<file path="src/rtl/bip_pkg.sv">
`default_nettype none

package bip_pkg;

    ////////////////////////////////////////////////////////////////////////////
    // Widths
    ////////////////////////////////////////////////////////////////////////////
    localparam int NB_OPCODE   = 5;
    localparam int NB_OPERAND  = 11;
    localparam int NB_INSTR    = NB_OPCODE + NB_OPERAND;
    localparam int NB_DATA     = 16;
    localparam int PROG_ADDR_W = 6;
    // Low bits of the operand address data RAM
    localparam int DATA_ADDR_W = 6;

    ////////////////////////////////////////////////////////////////////////////
    // Instruction set
    ////////////////////////////////////////////////////////////////////////////
    typedef enum logic [NB_OPCODE-1:0] {
        HLT  = 5'd0,
        STO  = 5'd1,
        LD   = 5'd2,
        LDI  = 5'd3,
        ADD  = 5'd4,
        ADDI = 5'd5,
        SUB  = 5'd6,
        SUBI = 5'd7
    } opcode_e;

    // Accumulator source
    typedef enum logic [1:0] {
        SELA_RAM = 2'd0,
        SELA_IMM = 2'd1,
        SELA_ALU = 2'd2
    } sel_a_e;

    typedef struct packed {
        opcode_e                 opcode;
        logic [NB_OPERAND-1:0]   operand;
    } instr_t;

    typedef struct packed {
        logic    wr_pc;
        sel_a_e  sel_a;
        logic    sel_b;
        logic    op;
        logic    wr_acc;
        logic    wr_ram;
        logic    rd_ram;
    } ctrl_t;

endpackage

`default_nettype wire

</file>
<file path="src/rtl/accumulator_datapath.sv">
`default_nettype none

module accumulator_datapath (
    input  wire logic                            i_clk,
    input  wire logic                            i_rst,
    input  wire logic                            i_clear,
    input  wire logic                            i_run,
    input  bip_pkg::ctrl_t                       i_ctrl,
    input  wire logic [bip_pkg::NB_OPERAND-1:0]  i_operand,
    input  wire logic [bip_pkg::NB_DATA-1:0]     i_ram_data,
    output logic [bip_pkg::NB_DATA-1:0]          o_acc
);

    logic [bip_pkg::NB_DATA-1:0] imm;
    logic [bip_pkg::NB_DATA-1:0] ram_word;
    logic [bip_pkg::NB_DATA-1:0] alu_b;
    logic [bip_pkg::NB_DATA-1:0] alu_out;
    logic [bip_pkg::NB_DATA-1:0] acc_next;

    // Sign extend the 11-bit immediate
    assign imm = {{(bip_pkg::NB_DATA - bip_pkg::NB_OPERAND){i_operand[bip_pkg::NB_OPERAND-1]}},
                  i_operand};

    assign ram_word = i_ctrl.rd_ram ? i_ram_data : '0;
    assign alu_b    = i_ctrl.sel_b ? imm : ram_word;
    // Wraps at 16 bits in both directions
    assign alu_out  = i_ctrl.op ? (o_acc - alu_b) : (o_acc + alu_b);

    always_comb begin
        case (i_ctrl.sel_a)
            bip_pkg::SELA_RAM: acc_next = ram_word;
            bip_pkg::SELA_IMM: acc_next = imm;
            bip_pkg::SELA_ALU: acc_next = alu_out;
            default:           acc_next = o_acc;
        endcase
    end

    always_ff @(posedge i_clk) begin
        if (!i_rst || i_clear) begin
            o_acc <= '0;
        end
        else if (i_run && i_ctrl.wr_acc) begin
            o_acc <= acc_next;
        end
    end

endmodule

`default_nettype wire

</file>
<file path="src/rtl/bip_cpu.sv">
`default_nettype none

module bip_cpu (
    input  wire logic                             i_clk,
    input  wire logic                             i_rst,
    input  wire logic                             i_start,
    input  wire logic                             i_prog_we,
    input  wire logic [bip_pkg::PROG_ADDR_W-1:0]  i_prog_addr,
    input  bip_pkg::instr_t                       i_prog_data,
    output logic [bip_pkg::NB_DATA-1:0]           o_acc,
    output logic [bip_pkg::PROG_ADDR_W-1:0]       o_pc,
    output logic                                  o_halted
);

    bip_pkg::instr_t               instr;
    bip_pkg::ctrl_t                ctrl;
    logic                          run;
    logic                          clear;
    logic [bip_pkg::NB_DATA-1:0]   ram_rdata;

    ////////////////////////////////////////////////////////////////////////////
    // Fetch and decode
    ////////////////////////////////////////////////////////////////////////////
    program_memory program_memory_inst (
        .i_clk   (i_clk),
        .i_we    (i_prog_we),
        .i_waddr (i_prog_addr),
        .i_raddr (o_pc),
        .i_wdata (i_prog_data),
        .o_instr (instr)
    );

    instruction_decoder instruction_decoder_inst (
        .i_rst    (i_rst),
        .i_opcode (instr.opcode),
        .o_ctrl   (ctrl)
    );

    cpu_control cpu_control_inst (
        .i_clk    (i_clk),
        .i_rst    (i_rst),
        .i_start  (i_start),
        .i_wr_pc  (ctrl.wr_pc),
        .o_run    (run),
        .o_clear  (clear),
        .o_halted (o_halted)
    );

    // PC holds on a halting opcode
    program_counter program_counter_inst (
        .i_clk   (i_clk),
        .i_rst   (i_rst),
        .i_clear (clear),
        .i_en    (run & ctrl.wr_pc),
        .o_pc    (o_pc)
    );

    ////////////////////////////////////////////////////////////////////////////
    // Execute
    ////////////////////////////////////////////////////////////////////////////
    accumulator_datapath accumulator_datapath_inst (
        .i_clk      (i_clk),
        .i_rst      (i_rst),
        .i_clear    (clear),
        .i_run      (run),
        .i_ctrl     (ctrl),
        .i_operand  (instr.operand),
        .i_ram_data (ram_rdata),
        .o_acc      (o_acc)
    );

    data_memory data_memory_inst (
        .i_clk   (i_clk),
        .i_we    (run & ctrl.wr_ram),
        .i_addr  (instr.operand[bip_pkg::DATA_ADDR_W-1:0]),
        .i_wdata (o_acc),
        .o_rdata (ram_rdata)
    );

endmodule

`default_nettype wire

</file>
<file path="src/rtl/cpu_control.sv">
`default_nettype none

module cpu_control (
    input  wire logic  i_clk,
    input  wire logic  i_rst,
    input  wire logic  i_start,
    input  wire logic  i_wr_pc,
    output logic       o_run,
    output logic       o_clear,
    output logic       o_halted
);

    typedef enum logic [1:0] {
        ST_IDLE = 2'd0,
        ST_RUN  = 2'd1,
        ST_HALT = 2'd2
    } state_e;

    state_e state;

    // Start drops back to IDLE for the clear cycle, then RUN
    always_ff @(posedge i_clk) begin
        if (!i_rst) begin
            state   <= ST_IDLE;
            o_clear <= 1'b0;
        end
        else begin
            o_clear <= 1'b0;
            case (state)
                ST_RUN: begin
                    if (!i_wr_pc) begin
                        state <= ST_HALT;
                    end
                end
                default: begin
                    if (o_clear) begin
                        state <= ST_RUN;
                    end
                    else if (i_start) begin
                        state   <= ST_IDLE;
                        o_clear <= 1'b1;
                    end
                end
            endcase
        end
    end

    assign o_run    = (state == ST_RUN);
    assign o_halted = (state == ST_HALT);

endmodule

`default_nettype wire

</file>
<file path="src/rtl/data_memory.sv">
`default_nettype none

module data_memory (
    input  wire logic                             i_clk,
    input  wire logic                             i_we,
    input  wire logic [bip_pkg::DATA_ADDR_W-1:0]  i_addr,
    input  wire logic [bip_pkg::NB_DATA-1:0]      i_wdata,
    output logic [bip_pkg::NB_DATA-1:0]           o_rdata
);

    logic [bip_pkg::NB_DATA-1:0] mem [2**bip_pkg::DATA_ADDR_W];

    always_ff @(posedge i_clk) begin
        if (i_we) begin
            mem[i_addr] <= i_wdata;
        end
    end

    // Read is combinational, same cycle as the instruction
    assign o_rdata = mem[i_addr];

endmodule

`default_nettype wire

</file>
<file path="src/rtl/instruction_decoder.sv">
`default_nettype none

module instruction_decoder (
    input  wire logic            i_rst,
    input  bip_pkg::opcode_e     i_opcode,
    output bip_pkg::ctrl_t       o_ctrl
);

    always_comb begin
        // Defaults, PC advances unless the opcode stops it
        o_ctrl        = '0;
        o_ctrl.wr_pc  = i_rst;
        o_ctrl.sel_a  = bip_pkg::SELA_RAM;

        case (i_opcode)
            bip_pkg::HLT: begin
                o_ctrl.wr_pc = 1'b0;
            end
            bip_pkg::STO: begin
                o_ctrl.wr_ram = 1'b1;
            end
            bip_pkg::LD: begin
                o_ctrl.wr_acc = 1'b1;
                o_ctrl.rd_ram = 1'b1;
            end
            bip_pkg::LDI: begin
                o_ctrl.sel_a  = bip_pkg::SELA_IMM;
                o_ctrl.wr_acc = 1'b1;
            end
            bip_pkg::ADD: begin
                o_ctrl.sel_a  = bip_pkg::SELA_ALU;
                o_ctrl.wr_acc = 1'b1;
                o_ctrl.rd_ram = 1'b1;
            end
            bip_pkg::ADDI: begin
                o_ctrl.sel_a  = bip_pkg::SELA_ALU;
                o_ctrl.sel_b  = 1'b1;
                o_ctrl.wr_acc = 1'b1;
            end
            bip_pkg::SUB: begin
                o_ctrl.sel_a  = bip_pkg::SELA_ALU;
                o_ctrl.op     = 1'b1;
                o_ctrl.wr_acc = 1'b1;
                o_ctrl.rd_ram = 1'b1;
            end
            bip_pkg::SUBI: begin
                o_ctrl.sel_a  = bip_pkg::SELA_ALU;
                o_ctrl.sel_b  = 1'b1;
                o_ctrl.op     = 1'b1;
                o_ctrl.wr_acc = 1'b1;
            end
            default: begin
                // Undefined opcodes stop like HLT
                o_ctrl.wr_pc = 1'b0;
            end
        endcase
    end

endmodule

`default_nettype wire

</file>
<file path="src/rtl/program_counter.sv">
`default_nettype none

module program_counter (
    input  wire logic                            i_clk,
    input  wire logic                            i_rst,
    input  wire logic                            i_clear,
    input  wire logic                            i_en,
    output logic [bip_pkg::PROG_ADDR_W-1:0]      o_pc
);

    // Wraps modulo program memory depth
    always_ff @(posedge i_clk) begin
        if (!i_rst || i_clear) begin
            o_pc <= '0;
        end
        else if (i_en) begin
            o_pc <= o_pc + 1'b1;
        end
    end

endmodule

`default_nettype wire

</file>
<file path="src/rtl/program_memory.sv">
`default_nettype none

module program_memory (
    input  wire logic                             i_clk,
    input  wire logic                             i_we,
    input  wire logic [bip_pkg::PROG_ADDR_W-1:0]  i_waddr,
    input  wire logic [bip_pkg::PROG_ADDR_W-1:0]  i_raddr,
    input  bip_pkg::instr_t                       i_wdata,
    output bip_pkg::instr_t                       o_instr
);

    bip_pkg::instr_t mem [2**bip_pkg::PROG_ADDR_W];

    // Load port
    always_ff @(posedge i_clk) begin
        if (i_we) begin
            mem[i_waddr] <= i_wdata;
        end
    end

    assign o_instr = mem[i_raddr];

endmodule

`default_nettype wire

</file>
<file path="config.mk">
export PLATFORM = sky130hd
export DESIGN_NAME = bip_cpu
export DESIGN_NICKNAME = d
export VERILOG_FILES = /design/src/rtl/bip_pkg.sv /design/src/rtl/accumulator_datapath.sv /design/src/rtl/bip_cpu.sv /design/src/rtl/cpu_control.sv /design/src/rtl/data_memory.sv /design/src/rtl/instruction_decoder.sv /design/src/rtl/program_counter.sv /design/src/rtl/program_memory.sv
export SDC_FILE = /design/constraint.sdc
export NUM_CORES = 2
export LEC_CHECK = 0
export BUFFER_PORTS_ARGS = -buffer_cell sky130_fd_sc_hd__buf_2
export CORE_MARGIN = 1
export CORE_UTILIZATION = 63
export CTS_CLUSTER_DIAMETER = 30
export DETAILED_ROUTE_END_ITERATION = 6
export PLACE_DENSITY = 0.79
export SETUP_SLACK_MARGIN = 0.02
export SYNTH_ARGS = -nofsm -noshare
export SYNTH_HDL_FRONTEND = slang
export SYNTH_SLANG_ARGS = --single-unit
export TNS_END_PERCENT = 30
</file>
<file path="constraint.sdc">
create_clock -name i_clk -period 9.1 [get_ports i_clk]
set_input_delay 0.455 -clock i_clk [delete_from_list [all_inputs] [get_ports i_clk]]
set_output_delay 0.455 -clock i_clk [all_outputs]
set_load 0.01 [all_outputs]
</file>
---- After elaboration in Yosys (flattened, before gate mapping) ----
Memories as Yosys holds them, arrays and structs flattened. A register that Yosys moved wholly into a read port is not among the register bits.
Cells that the tools add are included.
word-level totals
  bits in registers ....................... 25
  latch bits .............................. 0
  RAM bits ................................ 2048
  bits in read-only memories .............. 0
  bits of input ports ..................... 26
  output and inout port bits .............. 23
  word-level logic and storage cells ...... 61
  memories kept ........................... 2
memories
  memory                   depth  bits a word  read ports  clocked after memory_dff  wr ports  line                  source
  data_memory_inst.mem     64     16           1           0                         1         data_memory.sv:11     logic [bip_pkg::NB_DATA-1:0] mem [2**bip_pkg::DATA_ADDR_W];
  program_memory_inst.mem  64     16           1           1                         1         program_memory.sv:12  bip_pkg::instr_t mem [2**bip_pkg::PROG_ADDR_W];
operators by class
  $add $sub $neg .......................... 3
  multipliers ............................. 0
  divide/modulo/power cells ............... 0
  $lt $le $gt $ge ......................... 0
  equal/unequal tests ..................... 12
  shift operators ......................... 0
  muxes and demuxes ....................... 22
  bitwise logic cells ..................... 3
  reduce and logical (&&, ||, !) cells .... 15
operators with widths
  kind                                            number
  two-way mux 16 bit                              3
  one-hot mux 16 bit (3 select lines)             1
  == test 5 x 3 -> 1 bit (second input constant)  4
  adder 16 bit                                    1
  subtractor 16 bit                               1
  two-way mux 6 bit                               2
  two-way mux 1 bit                               11
  == test 5 x 2 -> 1 bit (second input constant)  2
  two-way mux 2 bit                               4
  OR reduction 7 bit                              1
  adder 6 x 1 -> 6 bit (second input constant)    1
  nonzero test 3 bit                              2
  OR reduction 3 bit                              2
  OR reduction 6 bit                              1
  == test 5 x 1 -> 1 bit (second input constant)  1
  == test 2 x 1 -> 1 bit (second input constant)  2
  == test 2 bit (second input constant)           2
  one-hot mux 2 bit (2 select lines)              1
  AND reduction 2 bit                             2
  OR reduction 2 bit                              2
  OR reduction 4 bit                              1
  AND 1 bit                                       2
  logical NOT 2 bit                               1
  inequality test 2 bit (second input constant)   1
  4 further kinds                                 4

---- Longest topological paths before layout ----
  word-level depth ........................ 8
  depth in mapped cells ................... 39
  gate-level depth less buffers ........... 30

---- Modules after synthesis ----
A second synthesis with hierarchy kept.
unflattened totals
  cell total of the unflattened synthesis .. 4445
  area, all modules ....................... 81693.4 µm²
modules (own cells, without submodules)
  module                instances  cells each  area each (µm²)  seq. area each (µm²)
  program_memory        1          1813        39721.8          30749.5
  data_memory           1          2248        39160.1          30749.5
  accumulator_datapath  1          333         2336.0           320.3
  program_counter       1          25          245.2            120.1
  cpu_control           1          14          141.4            60.1
  instruction_decoder   1          10          76.3             0.0
  bip_cpu               1          2           12.5             0.0

---- Worst setup path after synthesis ----
No wires, ideal clock.
  kind .................................... register to register
  start ................................... register with a tool-made name
  end ..................................... register accumulator_datapath_inst.o_acc[14] (netlist bit)
  setup time .............................. 0.071 ns
  arrival ................................. 6.993 ns
  required time ........................... 9.029 ns
  setup slack ............................. 2.037 ns
  cell stages (with the launch flop) ...... 34
  path buffers ............................ 4
  clock period less this slack ............ 7.063 ns
  cell sequence ........................... dfxtp_1 buf_6 buf_12 buf_12 buf_8 mux4_2 a32oi_1 o21ai_1 nor4b_4 nor2_2 and3_1 o32ai_1 a21oi_1 or4_1 nor4b_2 a21oi_1 ha_1 o21ai_0 fa_1 a21o_1 a21oi_1 o21bai_1 a21oi_1 o21bai_1 a21oi_1 o21bai_1 a21oi_1 o21bai_1 a21o_1 a21oi_1 and4b_1 nor3_1 or3_1 a21oi_1
RTL lines
  item                  line                        source
  to (signal assigned)  accumulator_datapath.sv:43  o_acc <= acc_next;
  to (decl)             accumulator_datapath.sv:11  output logic [bip_pkg::NB_DATA-1:0] o_acc

==> out/metrics.cfg <==
[run_status]
status = complete, but fails checks
violations = design-rule violations

[cts]
cts_made_buffers = 376
cts_root_buf = clkbuf_16
h-tree-depth = 5
cts_tree = done
worstSkewPairLatency_ns = 0.94
clock-sinks = 2079
max-clock-path-buffers = 4
clkSlewWorstSetupHoldPaths_ns = 0.06

[power_and_ir_drop]
powerDensity_nw_per_um2 = 249
swShare = 0.210
ir_drop_v = 0.000316
p_total_mw = 24.6
switchingPower_mw = 5.18
pwr-share-clk = 0.561
intPower_mw = 19.5
p_leak_nw = 32.8
p_seq_frac = 0.426
comb_power_share = 0.013

[route]
vias = 53100
wl_per_cell_um = 37.4
drt_iter0_markers = 9793
remaining_drc_errors = 19
drtPass1Iterations = 7
postRouteAntennaNets = 0
wl_um = 273000
via_per_inst = 7.28

[synth]
synth_edf_count = 2048
synth_top_family_by_area = multiplexers
synth.net_count = 4838
synth.top_cell.area_share = 0.744
synth_area_um2 = 82600
ys_seq_elements = 2079
synthMuxAreaShare = 0.0872
synth_compound_area_frac = 0.0733
yosys_warnings = 0
ys_types = 105
synthFlopType = edfxtp_1
ys_seq_area_frac = 0.752
yosysTopAreaCell = edfxtp_1
synth_area_leaders = edfxtp_1 (74%), mux4_2 (6.6%), nand2_1 (1.7%)
synth_fa_ha_area_frac = 0.00327
syn_avg_cell_area_um2 = 17.2
synthSimpleGateAreaFrac = 0.0602
synth_xor_area_frac = 0.00297
syn_inst = 4791
synth_async_sr_flop_share = 0

[global_route]
grt_pass1_vias = 53000
grt.total_usage = 0.413
busiest_layer = met2
grt_util_met1 = 0.500
grt_use_met3 = 0.113
grt_max_degree = 78
grt_pass1_wl_um = 381000
antenna_found_initial = 11
overflow = 0
use_met2 = 0.631

[sta]
timing.final.crit_share = 0.962
fin_skew_ns = 0.0811
tightest_slew_ns = 1.42
slew_headroom = 0.0483
tns_ns = 0
final-setup-viol-count = 0
hold_violations = 0
drv_slew = 0
finalCriticalPeriod_ns = 8.75
rsz0062_at_grt = no
fmax_mhz = 114

[floorplanning]
design.die.area_um2 = 133000
die_x_um = 364
fp.dieH_um = 364
rows = 132
core-area_um2 = 130000
ioPinCount = 49
start_util = 0.637

[critical_path]
r2r-end = accumulator_datapath_inst.o_acc[14]
critPathMostFrequentCell = a21oi_1
crit_fanout = 19
cp_slowest_cell = nor2_1
max_stage_delay_ns = 1.01
crit_path_end_kind = flop
worstRegToRegCells = 30
critPathLaunchType = flop
path_class = flop to flop
crit_required_ns = 9.92
reg2reg_slack_ns = 0.35
crit_arrival_ns = 9.57

[hold_path]
hold_path_depth = 2
min_path_type = primary input to flop
holdPathEnd = program_memory_inst.mem[16][5]
hold_start = i_prog_addr[1]

[placed_design]
place_hpwl_um = 151000
dpl.cell_count = 6605
gp_congestion = 1.03
placed_cell_area_um2 = 86200
port_buffers = 48

[cells_and_area]
stdcell_area_um2 = 98900
stdcell_count = 7299
final_util = 0.761
syn2layout_area_growth_pct = 19.6
drive_above_1_share = 0.254
nNetsFinal = 5297

[flow_run]
max_cap_violations = 0

how the worst max path moves through the flow:
stage | slack, ns | start | endpoint
after floorplan | 2.04 | flop | accumulator_datapath_inst.o_acc[14]
after global placement | 0.48 | flop | accumulator_datapath_inst.o_acc[14]
after detailed placement | 0.42 | flop | accumulator_datapath_inst.o_acc[14]
after CTS | 0.18 | flop | accumulator_datapath_inst.o_acc[14]
after global routing | 0.04 | flop | accumulator_datapath_inst.o_acc[14]
final | 0.35 | flop | accumulator_datapath_inst.o_acc[14]
routing by layer:
| metal | vias up | part of all wire |
|---|---|---|
| li1 | 20400 | - |
| met4 | 8 | 0.095 |
| met5 | - | 0.00017 |
| met3 | 1333 | 0.14 |
| met1 | 26100 | 0.31 |
| met2 | 5297 | 0.46 |
power groups by stage:
stage               logic [mW]  registers (mW)  clock network, mW
finish                   0.319            10.5               13.8
global route             0.325            10.5               14.2
global placement         0.289            10.7                  0
floorplan                0.133            10.7                  0
CTS                      0.305            10.5               13.8
detailed placement       0.297            10.7                  0
worst max-delay path, delay by kind of cell (launching register included):
family	cells	cell delay, ns
AOI/OAI and AO/OA	18	3.59
and+or+nand+nor	8	3.28
adders and majority gates	2	0.74
DFF	1	0.50
buffers and inverters	2	0.46
placed cells by master (no fill, tap or decap), drive strengths merged, types with 48 or more instances in the layout:
master	synthesis	layout
o22ai	116	116
nand3	103	103
buf	202	368
mux4	242	242
a211oi	59	59
nand2	386	386
a21oi	135	135
mux2	48	48
clkbuf	88	412
inv	37	82
clkinv	0	131
edfxtp	2048	2048
nor2	306	307
nor3	64	64
a22oi	57	57
a31oi	66	66
and3	60	60
mux2i	121	121
o21ai	105	105
per-stage QoR:
step	setup WS, ns	hold slack [ns]
3_5_place_dp	0.415	0.547
6_report	0.345	0.103
4_1_cts	0.178	0.0568
2_1_floorplan	2.04	0.505
3_3_place_gp	0.484	0.530
5_1_grt	0.0385	0.0982
state kept, by name, indices dropped and copies added, names as in the netlist, named ones only:
register,count
cpu_control_inst.state,2
program_counter_inst.o_pc,6
accumulator_datapath_inst.o_acc,16
cpu_control_inst.o_clear,1
data_memory_inst.mem,1024
program_memory_inst.mem,1024
synthesized netlist by cell type, types with 12 or more instances:
| cell type | number |
|---|---|
| nor2b_1 | 33 |
| mux2_2 | 46 |
| a31oi_1 | 65 |
| buf_4 | 47 |
| inv_1 | 34 |
| mux2i_1 | 121 |
| buf_6 | 21 |
| a221oi_1 | 21 |
| mux4_2 | 242 |
| a2bb2oi_1 | 13 |
| a22o_1 | 12 |
| nor3_1 | 63 |
| edfxtp_1 | 2048 |
| a311oi_1 | 31 |
| o22a_1 | 13 |
| xnor2_1 | 16 |
| o211ai_1 | 14 |
| xor2_1 | 12 |
| nand2b_1 | 17 |
| dfxtp_1 | 31 |
| nor2_1 | 302 |
| o21ai_0 | 91 |
| o22ai_1 | 113 |
| o21ai_1 | 12 |
| buf_2 | 121 |
| nor4_1 | 26 |
| a22oi_1 | 57 |
| a2111oi_0 | 18 |
| nand3_1 | 102 |
| clkbuf_1 | 88 |
| ha_1 | 20 |
| a21oi_1 | 135 |
| or3_1 | 16 |
| nand2_1 | 382 |
| and3_1 | 60 |
| a211oi_1 | 59 |
| o221ai_1 | 37 |
timing repair:
action,CTS,global route
endpoints found under the setup margin,0,5
endpoints found under the hold margin,3,0
hold buffers,2,0
gates resized for setup,0,8
buffers inserted,0,6
cell type report:
| class | count | area (um2) |
|---|---|---|
| inverters | 37 | 139 |
| multi-input cells | 2386 | 19000 |
| clock inverters | 264 | 2840 |
| well taps | 1742 | 2180 |
| diodes | 9 | 22.5 |
| clock buffers | 412 | 9630 |
| repair buffers | 370 | 2870 |
| fillers | 6867 | 31000 |
| flip-flops and latches | 2079 | 62200 |
kinds of logic (layout without fill, tap and decap cells):
group | after synthesis | count (layout)
AO/OA/AOI/OAI | 849 | 849
XOR/XNOR | 28 | 28
adder cells (fa/ha/maj) | 21 | 21
buffers and inverters | 327 | 1083
flip-flops | 2079 | 2079
multiplexers | 411 | 411
other | 0 | 9
AND/OR/NAND/NOR | 1076 | 1077
Power figures use the tool's default switching activity.
